## config.mk

```make
export PLATFORM = sky130hd
export DESIGN_NAME = conv_window_top
export DESIGN_NICKNAME = d
export VERILOG_FILES = /design/src/cnn_pkg.sv /design/src/feature_weight_en_decoder.sv /design/src/axil_write_port.sv /design/src/window_mac_array.sv /design/src/axil_read_port.sv /design/src/conv_window_top.sv
export SDC_FILE = /design/constraint.sdc
export NUM_CORES = 1
export LEC_CHECK = 0
export BUFFER_PORTS_ARGS = -buffer_cell sky130_fd_sc_hd__clkbuf_2
export CAP_MARGIN = 0
export CORE_ASPECT_RATIO = 1.2
export CORE_UTILIZATION = 27
export DETAILED_ROUTE_END_ITERATION = 7
export PLACE_DENSITY = 0.51
export REMOVE_ABC_BUFFERS = 1
export SKIP_LAST_GASP = 1
export SLEW_MARGIN = 20
export SYNTH_ARGS = -nofsm -noshare
export SYNTH_HDL_FRONTEND = slang
export SYNTH_SLANG_ARGS = --single-unit
```

## constraint.sdc

```tcl
create_clock -name clk -period 8 [get_ports clk]
set_input_delay 0.8 -clock clk [delete_from_list [all_inputs] [get_ports clk]]
set_output_delay 0.8 -clock clk [all_outputs]
set_load 0.01 [all_outputs]
```

## src/cnn_pkg.sv

```systemverilog
package cnn_pkg;

    // window geometry, fixed by the enable decoder table
    localparam int window_len = 25;
    localparam int cnt_w      = 5;
    localparam int lane_n     = 4;

    // register map, byte addresses on the axi4-lite slave
    localparam int addr_w = 8;
    localparam logic [addr_w-1:0] reg_sample_addr   = 8'h00;
    localparam logic [addr_w-1:0] reg_ctrl_addr     = 8'h04;
    localparam logic [addr_w-1:0] reg_status_addr   = 8'h08;
    // lane i sits at base + 4*i
    localparam logic [addr_w-1:0] reg_acc_base_addr = 8'h10;

    // axi response codes
    localparam logic [1:0] resp_okay   = 2'b00;
    localparam logic [1:0] resp_slverr = 2'b10;

    // sample register view of the write data word
    typedef struct packed {
        logic [15:0]       rsvd;
        logic signed [7:0] weight;
        logic signed [7:0] feature;
    } sample_s;

    // control register view, only bit 0 has a meaning
    typedef struct packed {
        logic [30:0] rsvd;
        logic        clear;
    } cmd_s;

    // one write data word, decoded by address
    typedef union packed {
        sample_s sample;
        cmd_s    cmd;
    } data_word_u;

    // accepted sample handed from the write port to the mac array
    typedef struct packed {
        logic              valid;
        logic signed [7:0] feature;
        logic signed [7:0] weight;
    } sample_ev_s;

    // window progress seen by both bus ports
    typedef struct packed {
        logic             done;
        logic [cnt_w-1:0] cnt;
    } status_s;

endpackage

```

## src/feature_weight_en_decoder.sv

```systemverilog
module feature_weight_en_decoder (
    input  logic [cnn_pkg::cnt_w-1:0]  cnt,
    output logic [cnn_pkg::lane_n-1:0] buff_en
);

    // window position to output buffer map
    // bit 3 is buffer 3, a position can feed several buffers at once
    always_comb begin
        case (cnt)
            5'd0:    buff_en = 4'b1000;
            5'd1:    buff_en = 4'b0100;
            5'd2:    buff_en = 4'b0010;
            5'd3:    buff_en = 4'b0001;
            5'd4:    buff_en = 4'b1000;
            // overlap region between neighbouring windows
            5'd5:    buff_en = 4'b1100;
            5'd6:    buff_en = 4'b0110;
            5'd7:    buff_en = 4'b0010;
            5'd8:    buff_en = 4'b1001;
            5'd9:    buff_en = 4'b1101;
            5'd10:   buff_en = 4'b1000;
            5'd11:   buff_en = 4'b1110;
            5'd12:   buff_en = 4'b0100;
            5'd13:   buff_en = 4'b0110;
            5'd14:   buff_en = 4'b0010;
            5'd15:   buff_en = 4'b0011;
            5'd16:   buff_en = 4'b1011;
            5'd17:   buff_en = 4'b0001;
            5'd18:   buff_en = 4'b1101;
            5'd19:   buff_en = 4'b1000;
            5'd20:   buff_en = 4'b1100;
            5'd21:   buff_en = 4'b0010;
            5'd22:   buff_en = 4'b0011;
            5'd23:   buff_en = 4'b1001;
            // last position of the 5x5 window
            5'd24:   buff_en = 4'b1000;
            // past the window nothing accumulates
            default: buff_en = 4'b0000;
        endcase
    end

endmodule

```

## src/axil_write_port.sv

```systemverilog
module axil_write_port (
    input  logic                       clk,
    input  logic                       arst_n,
    input  logic [cnn_pkg::addr_w-1:0] awaddr,
    input  logic                       awvalid,
    output logic                       awready,
    input  cnn_pkg::data_word_u        wdata,
    input  logic                       wvalid,
    output logic                       wready,
    output logic [1:0]                 bresp,
    output logic                       bvalid,
    input  logic                       bready,
    input  cnn_pkg::status_s           status,
    output cnn_pkg::sample_ev_s        sample_ev,
    output logic                       clear
);
    import cnn_pkg::*;

    logic              wr_accept;
    logic              hit_sample;
    logic              hit_ctrl;
    logic              sample_ok;
    logic              ev_valid;
    logic signed [7:0] ev_feature;
    logic signed [7:0] ev_weight;

    // address and data are taken together, never while a response is pending
    assign wr_accept = awvalid && wvalid && !bvalid;
    assign awready   = wr_accept;
    assign wready    = wr_accept;

    assign hit_sample = (awaddr == reg_sample_addr);
    assign hit_ctrl   = (awaddr == reg_ctrl_addr);
    // a full window refuses further samples
    assign sample_ok  = hit_sample && !status.done;

    // control side: response handshake, event strobe, clear pulse
    always_ff @(posedge clk or negedge arst_n) begin
        if (!arst_n) begin
            bvalid   <= 1'b0;
            ev_valid <= 1'b0;
            clear    <= 1'b0;
        end else begin
            // strobes last exactly one cycle
            ev_valid <= wr_accept && sample_ok;
            clear    <= wr_accept && hit_ctrl && wdata.cmd.clear;
            if (wr_accept) begin
                bvalid <= 1'b1;
            end else if (bready) begin
                bvalid <= 1'b0;
            end
        end
    end

    // payload side, qualified by bvalid and ev_valid
    always_ff @(posedge clk) begin
        if (wr_accept) begin
            bresp      <= (sample_ok || hit_ctrl) ? resp_okay : resp_slverr;
            ev_feature <= wdata.sample.feature;
            ev_weight  <= wdata.sample.weight;
        end
    end

    assign sample_ev = '{valid: ev_valid, feature: ev_feature, weight: ev_weight};

endmodule

```

## src/window_mac_array.sv

```systemverilog
module window_mac_array #(
    parameter int acc_w = 20
) (
    input  logic                                           clk,
    input  logic                                           arst_n,
    input  cnn_pkg::sample_ev_s                            sample_ev,
    input  logic                                           clear,
    output logic signed [cnn_pkg::lane_n-1:0][acc_w-1:0]   acc,
    output cnn_pkg::status_s                               status
);
    import cnn_pkg::*;

    logic [lane_n-1:0]  buff_en;
    logic signed [15:0] product;
    logic [cnt_w-1:0]   cnt;
    logic               done;

    // enables follow the count held before the update edge
    feature_weight_en_decoder en_dec_i (
        .cnt     (cnt),
        .buff_en (buff_en)
    );

    // one shared multiplier, every lane sees the same product
    assign product = sample_ev.feature * sample_ev.weight;

    // sample counter and done flag
    always_ff @(posedge clk or negedge arst_n) begin
        if (!arst_n) begin
            cnt  <= '0;
            done <= 1'b0;
        end else if (clear) begin
            cnt  <= '0;
            done <= 1'b0;
        end else if (sample_ev.valid) begin
            cnt <= cnt + 1'b1;
            // the 25th sample closes the window
            if (cnt == cnt_w'(window_len - 1)) begin
                done <= 1'b1;
            end
        end
    end

    // lane accumulators, wrap at acc_w bits
    always_ff @(posedge clk or negedge arst_n) begin
        if (!arst_n) begin
            acc <= '0;
        end else if (clear) begin
            acc <= '0;
        end else if (sample_ev.valid) begin
            for (int i = 0; i < lane_n; i++) begin
                if (buff_en[i]) begin
                    // size cast keeps the sign of the product
                    acc[i] <= acc[i] + acc_w'(product);
                end
            end
        end
    end

    assign status = '{done: done, cnt: cnt};

endmodule

```

## src/axil_read_port.sv

```systemverilog
module axil_read_port #(
    parameter int acc_w = 20
) (
    input  logic                                         clk,
    input  logic                                         arst_n,
    input  logic [cnn_pkg::addr_w-1:0]                   araddr,
    input  logic                                         arvalid,
    output logic                                         arready,
    output logic [31:0]                                  rdata,
    output logic [1:0]                                   rresp,
    output logic                                         rvalid,
    input  logic                                         rready,
    input  logic signed [cnn_pkg::lane_n-1:0][acc_w-1:0] acc,
    input  cnn_pkg::status_s                             status
);
    import cnn_pkg::*;

    localparam int lane_idx_w = $clog2(lane_n);

    logic                  rd_accept;
    logic [addr_w-1:0]     acc_offset;
    logic                  acc_hit;
    logic [lane_idx_w-1:0] lane_idx;
    logic [31:0]           rd_data_nxt;
    logic [1:0]            rd_resp_nxt;

    // one read in flight, rvalid doubles as the busy flag
    assign arready   = !rvalid;
    assign rd_accept = arvalid && arready;

    // accumulator window is word aligned, lane_n words long
    assign acc_offset = araddr - reg_acc_base_addr;
    assign acc_hit    = (araddr >= reg_acc_base_addr) &&
                        (acc_offset < addr_w'(4 * lane_n)) &&
                        (araddr[1:0] == 2'b00);
    assign lane_idx   = acc_offset[2 +: lane_idx_w];

    always_comb begin
        rd_data_nxt = '0;
        rd_resp_nxt = resp_okay;
        if (araddr == reg_status_addr) begin
            // done in bit 8, count in the low bits
            rd_data_nxt[8]         = status.done;
            rd_data_nxt[cnt_w-1:0] = status.cnt;
        end else if (acc_hit) begin
            rd_data_nxt = 32'($signed(acc[lane_idx]));
        end else begin
            // unmapped or write only, zero data
            rd_resp_nxt = resp_slverr;
        end
    end

    always_ff @(posedge clk or negedge arst_n) begin
        if (!arst_n) begin
            rvalid <= 1'b0;
        end else if (rd_accept) begin
            rvalid <= 1'b1;
        end else if (rready) begin
            rvalid <= 1'b0;
        end
    end

    // response payload captured at acceptance, held while rvalid waits
    always_ff @(posedge clk) begin
        if (rd_accept) begin
            rdata <= rd_data_nxt;
            rresp <= rd_resp_nxt;
        end
    end

endmodule

```

## src/conv_window_top.sv

```systemverilog
module conv_window_top #(
    parameter int acc_w = 20
) (
    input  logic                       clk,
    input  logic                       arst_n,
    // write address and data
    input  logic [cnn_pkg::addr_w-1:0] awaddr,
    input  logic                       awvalid,
    output logic                       awready,
    input  logic [31:0]                wdata,
    input  logic                       wvalid,
    output logic                       wready,
    // write response
    output logic [1:0]                 bresp,
    output logic                       bvalid,
    input  logic                       bready,
    // read address and data
    input  logic [cnn_pkg::addr_w-1:0] araddr,
    input  logic                       arvalid,
    output logic                       arready,
    output logic [31:0]                rdata,
    output logic [1:0]                 rresp,
    output logic                       rvalid,
    input  logic                       rready
);
    import cnn_pkg::*;

    sample_ev_s                            sample_ev;
    logic                                  clear;
    status_s                               status;
    logic signed [lane_n-1:0][acc_w-1:0]   acc;

    // input side, bus writes become sample events and clears
    axil_write_port wr_port_i (
        .clk       (clk),
        .arst_n    (arst_n),
        .awaddr    (awaddr),
        .awvalid   (awvalid),
        .awready   (awready),
        .wdata     (data_word_u'(wdata)),
        .wvalid    (wvalid),
        .wready    (wready),
        .bresp     (bresp),
        .bvalid    (bvalid),
        .bready    (bready),
        .status    (status),
        .sample_ev (sample_ev),
        .clear     (clear)
    );

    // processing part
    window_mac_array #(.acc_w(acc_w)) mac_i (
        .clk       (clk),
        .arst_n    (arst_n),
        .sample_ev (sample_ev),
        .clear     (clear),
        .acc       (acc),
        .status    (status)
    );

    // output side, sums and status back to the host
    axil_read_port #(.acc_w(acc_w)) rd_port_i (
        .clk     (clk),
        .arst_n  (arst_n),
        .araddr  (araddr),
        .arvalid (arvalid),
        .arready (arready),
        .rdata   (rdata),
        .rresp   (rresp),
        .rvalid  (rvalid),
        .rready  (rready),
        .acc     (acc),
        .status  (status)
    );

endmodule

```

* Word level (Yosys, flattened, before mapping)
Memories as Yosys holds them, arrays and structs flattened.
Index checks and enable logic that the tools add are counted.
** Operators by class
- Muxes and demuxes :: 22
- Reductions and logical operators :: 29
- Order comparisons :: 3
- Bitwise logic cells :: 1
- Equal/unequal tests :: 3
- Add/subtract/negate cells :: 6
- Multipliers :: 1
** Operators by type and width (count)
- 80-bit 2-to-1 mux :: 2
- 20-bit 2-to-1 mux :: 5
- 20-bit adder :: 4
- 20-bit binary-select mux with 2-bit select :: 1
- 8-bit by 8-bit multiplier with 16-bit output :: 1
- 2-bit nonzero test :: 8
- 5-bit 2-to-1 mux :: 3
- 2-bit AND reduction :: 5
- 1-bit logical AND :: 9
- 9-bit 2-to-1 mux :: 1
- 8-bit by 3-bit equality test with 1-bit output (second input constant) :: 1
- 8-bit by 4-bit equality test with 1-bit output (second input constant) :: 1
- 8-bit by 5-bit >= comparator with 1-bit output (second input constant) :: 1
- 8-bit zero test :: 1
- 8-bit by 5-bit less-than comparator with 1-bit output (second input constant) :: 1
- 1-bit 2-to-1 mux :: 8
- 8-bit by 5-bit subtractor with 8-bit output (second input constant) :: 1
- 5-bit by 1-bit adder with 5-bit output (second input constant) :: 1
- 5-bit equality test (second input constant) :: 1
- 2-bit 2-to-1 mux :: 2
- 1-bit zero test :: 3
- 2-bit by 3-bit less-than comparator with 1-bit output (second input constant) :: 1
- 2-bit zero test :: 1
- 2-bit OR reduction :: 1
- 2 further kinds :: 2
** Storage, ports and cells
- Input port bits :: 55
- Register bits after elaboration :: 130
- Memories :: 1
- Logic and storage cells :: 82
- Memory bits (read-only) :: 128
- Output and inout port bits :: 41
** Memories
- (name not given) :: depth 32, bits a word 4, rd ports 1, clocked after Yosys merged registers in 0, wr ports 0, line feature_weight_en_decoder.sv:9 : case (cnt)

* Depth between registers and ports, before layout
- Depth in word-level cells :: 6
- Depth in mapped cells :: 28
- Mapped depth without buffers :: 28

* Cells and area by module
Synthesis repeated with hierarchy kept, for this count alone.
** Second synthesis, totals
- Cells, all modules :: 1218
- Area, all modules :: 11681.2 µm²
** By module, submodules not included
- window_mac_array :: area each 9103.7 µm², sequential area each 2152.1 µm², times used 1, cells an instance 1032
- axil_read_port :: area each 1574.0 µm², sequential area each 655.6 µm², times used 1, cells an instance 112
- axil_write_port :: area each 696.9 µm², sequential area each 585.6 µm², times used 1, cells an instance 36
- feature_weight_en_decoder :: area each 306.5 µm², sequential area each 0.0 µm², times used 1, cells an instance 38

* Least setup slack after synthesis
OpenSTA, ideal clock, no wires.
- Path kind :: register -> register
- From :: register wr_port_i.ev_weight[2]
- To :: register mac_i.acc[19] (netlist name)
- Data required time :: 7.922 ns
- Period minus slack after synthesis :: 6.164 ns
- Arrival :: 6.086 ns
- Setup slack :: 1.836 ns
- Stages on the path, launching flop included :: 25
- Setup time :: 0.078 ns
- Buffers on the path :: 0
- Path through :: edfxtp_1 -> and2_1 -> fa_1 -> inv_1 -> fa_1 -> inv_1 -> fa_1 -> inv_1 -> fa_1 -> inv_1 -> ha_1 -> o21ai_1 -> nor2_2 -> o41ai_2 -> o2111a_1 -> nor3_2 -> xnor2_2 -> ha_1 -> and2_1 -> o21ai_0 -> o31ai_1 -> o41ai_1 -> xor2_1 -> or3_1 -> a21oi_1
** Between the ends
- Longest elaborated chain between the ends :: 5
** Ends and longest elaborated chain
- start, declared :: line axil_write_port.sv:25 : logic signed [7:0] ev_weight;
- start signal, assigned :: line axil_write_port.sv:60 : ev_weight <= wdata.sample.weight;
- 8-bit by 8-bit multiplier with 16-bit output :: line window_mac_array.sv:25 : assign product = sample_ev.feature * sample_ev.weight;
- 20-bit adder :: line window_mac_array.sv:54 : acc[i] <= acc[i] + acc_w'(product);
- 20-bit 2-to-1 mux :: line window_mac_array.sv:52 : if (buff_en[i]) begin
- 80-bit 2-to-1 mux :: line window_mac_array.sv:50 : end else if (sample_ev.valid) begin
- 80-bit 2-to-1 mux :: line window_mac_array.sv:48 : end else if (clear) begin
- end signal, assigned by index :: line window_mac_array.sv:54
- end, declared :: line window_mac_array.sv:8 : output logic signed [cnn_pkg::lane_n-1:0][acc_w-1:0] acc,
No other way between the ends. The select of a mux whose other input is x is not followed.
A chain may end at the register's enable or synchronous reset.

* Final worst setup path
- From :: register wr_port_i.ev_feature[4]
- To :: register mac_i.acc[19] (netlist name)
** Between the ends
- Longest elaborated chain between the ends :: 5
** Ends and longest elaborated chain
- start, declared :: line axil_write_port.sv:24 : logic signed [7:0] ev_feature;
- start signal, assigned :: line axil_write_port.sv:59 : ev_feature <= wdata.sample.feature;
- 8-bit by 8-bit multiplier with 16-bit output :: line window_mac_array.sv:25
- 20-bit adder :: line window_mac_array.sv:54
- 20-bit 2-to-1 mux :: line window_mac_array.sv:52
- 80-bit 2-to-1 mux :: line window_mac_array.sv:50
- 80-bit 2-to-1 mux :: line window_mac_array.sv:48
No other way between the ends. The select of a mux whose other input is x is not followed.

==> results.json <==
{
  "post_cts_buffers": 0,
  "rsz0062_at_grt": "false",
  "fin_worst_skew_ns": 0.0164,
  "clkSlewWorstSetupHoldPaths_ns": 0.06,
  "root_buffer": "clkbuf_16",
  "start_util_pct": 27.6,
  "antenna_cells": 0,
  "p_sw_share_pct": 45.0,
  "crit_path_max_fanout": 8,
  "ir_worst_vdd_uv": 181,
  "cts.sinks": 128,
  "drcViolationCount": 0,
  "synth_warnings": 0,
  "htreeDepth": 4,
  "ys.flop_type": "dfrtp_1",
  "clockBufferDepth": 2,
  "portBuffers": 77,
  "drtIter0Drc": 300,
  "p_leak_nw": 6.36,
  "path_class": "flop to flop",
  "grt_overflow": 0,
  "grt_pass1_vias": 9068,
  "tns_ns": 0,
  "layout_min_cycle_time_ns": 6.96,
  "endpoint_kind": "flop",
  "critPathLaunchType": "flop",
  "relSlewSlack_pct": 41.5,
  "wl_mm": 27.6,
  "synth-seq-cells": 128,
  "cts.hold.buffers_added": 0,
  "synth_edf_count": 38,
  "antenna_found_initial": 0,
  "gp_congestion": 0.809,
  "synthArstFlopShare_pct": 70.3,
  "syn_area_um2": 11900,
  "drv_slew": 0,
  "track_usage_pct": 12.7,
  "viasPerCell": 4.75,
  "fillCellCount": 4460,
  "ctsResizeCount": 0,
  "synth_cell_types": 74,
  "hp-class": "input pin to async pin",
  "power_frac_comb_pct": 64.1,
  "timing.final.ws_setup_ns": 1.04,
  "grt_pass1_wl_mm": 45.1,
  "clk_latency_ns": 0.45,
  "fmax_ghz": 0.144,
  "dieHeight_um": 232,
  "required_ns": 8.36,
  "finalSetupViolations": 0,
  "syn2layout_area_growth_pct": 12.9,
  "drt_pass1_iterations": 6,
  "hold_violations": 0,
  "core_um2": 43100,
  "layout-drive-gt1-share_pct": 12.5,
  "status": "complete, no violations",
  "seq_area_frac_synth_pct": 28.5,
  "postSynthCellCount": 1247,
  "nets": 1538,
  "p_seq_share_pct": 17.1,
  "intPower_w": 0.00229,
  "final_common_cell": "nor2_1",
  "io_pins": 96,
  "vias": 8904,
  "worstPathArrival_ns": 7.32,
  "pre_cts_slack_ns": 1.05,
  "worst_pin_slew_ns": 0.871,
  "final_cell_mix": "149 x nor2_1, 119 x inv_1, 116 x ha_1",
  "dieWidth_um": 194,
  "p_per_area_nw_per_um2": 310,
  "rows": 83,
  "ant_nets": 0,
  "hpwl_mm": 21.6,
  "maxCapViolCount": 0,
  "avgRoutedWirePerCell_um": 14.7,
  "multi_input_area_um2": 7830,
  "grt_max_degree": 50,
  "cts_buffers": 17,
  "clkPwrFrac_pct": 18.8,
  "p_sw_w": 0.00187,
  "synth.avg_cell_area_um2": 9.54,
  "fp.dieArea_um2": 44900,
  "period_share_pct": 87.0,
  "cts_tree": "yes",
  "seqCellArea_um2": 3390
}
[flip-flops by register name (all words and copies together) (netlist names)]
register              cells
wr_port_i.ev_valid        1
mac_i.done                1
wr_port_i.ev_feature      8
rd_port_i.rresp           1
rd_port_i.rdata          20
wr_port_i.bvalid          1
mac_i.acc                80
wr_port_i.ev_weight       8
wr_port_i.clear           1
rd_port_i.rvalid          1
mac_i.cnt                 5
wr_port_i.bresp           1
[per-stage QoR]
step	utilization (%)	hold slack [ns]	std cells	total power (W)	cell area (um2)
detailed placement	29.8	0.516	1841	0.00339	12800
global route	31.2	0.400	1873	0.00456	13400
floorplan	-	0.431	1199	0.00282	11700
CTS	31.2	0.365	1873	0.00420	13400
global placement	29.8	0.510	1841	0.00335	12800
finish	31.2	0.362	1873	0.00416	13400
[worst max-delay path, cell delays in order, from the launching register on]
cell and delay (ns):
edfxtp_1 0.52, and2_1 0.23, ha_1 0.32, fa_1 0.46, ha_1 0.29, inv_1 0.05
fa_1 0.49, inv_1 0.04, ha_1 0.22, fa_1 0.47, a21o_2 0.21, a21oi_1 0.24
o21bai_1 0.10, a21oi_1 0.23, o21bai_1 0.09, a21oi_1 0.22, xnor2_1 0.33, ha_1 0.41
nand3_1 0.13, nand2_1 0.06, or3_1 0.34, a31oi_1 0.28, o31ai_1 0.20, o41ai_1 0.34
xor2_1 0.13, or3_1 0.33, a21oi_1 0.16
[synth_stat cells, drive strengths merged, types with 24 or more instances]
library cell  number  area share, %
nor2             152            4.8
inv              120            3.8
ha               116             12
dfrtp             90             19
a21oi             82            3.4
fa                59            9.9
xnor2             56            4.3
nand2             53            1.7
mux2i             48            4.0
and2              47            2.5
o21ai             42            1.8
edfxtp            38            9.6
a21o              29            1.8
nor3              27            1.2
clkbuf            25           0.79
buf               24            1.3
[layout make-up]
class | instances | share of cell area, %
Sequential cell | 128 | 25.3
Clock buffer | 25 | 3.78
Inverter | 120 | 3.35
Clock inverter | 7 | 0.550
Tap cell | 552 | 5.14
Multi-Input combinational cell | 951 | 58.3
Timing Repair Buffer | 90 | 3.61
[logic make-up after synthesis]
group | Yosys count | share of synthesized area [%]
multiplexers | 73 | 8.48
flip-flops | 128 | 28.5
buffers and inverters | 169 | 5.87
AO/OA/AOI/OAI | 248 | 13.9
AND/OR/NAND/NOR | 377 | 15.3
other | 1 | 0.0315
XOR/XNOR | 76 | 5.81
adder cells (fa/ha/maj) | 175 | 22.1
[final timing paths]
kind / from / end / slack (ns) / depth (start not counted)
hold / removal: arst_n / mac_i.cnt[3]$_DFFE_PN0P_ / 0.36 / 1
setup reg to reg: wr_port_i.ev_feature[4]$_DFFE_PP_ / mac_i.acc[19]$_DFFE_PN0P_ / 1.04 / 26
setup / recovery: wr_port_i.ev_feature[4]$_DFFE_PP_ / mac_i.acc[19]$_DFFE_PN0P_ / 1.04 / 26
hold reg to reg: mac_i.done$_DFFE_PN0P_ / wr_port_i.ev_valid$_DFF_PN0_ / 0.52 / 1
max in group asynchronous: arst_n / mac_i.acc[39]$_DFFE_PN0P_ / 6.54 / 2
min in group clk: mac_i.done$_DFFE_PN0P_ / wr_port_i.ev_valid$_DFF_PN0_ / 0.52 / 1
[metal layers]
metal  wire length, um  GRT usage, %
met1             12600          15.3
met2             13900          22.5
met3               660          2.14
met4               467          4.43
met5                 0             0
[power by group through the flow]
stage | clock, W | sequential, W | combinational (W)
floorplan | 0 | 0.000724 | 0.00209
global placement | 0 | 0.000725 | 0.00262
detailed placement | 0 | 0.000726 | 0.00267
CTS | 0.000814 | 0.000713 | 0.00268
global route | 0.000831 | 0.000715 | 0.00302
finish | 0.000784 | 0.000712 | 0.00267
Note: power is estimated with default switching activity, not from simulation.
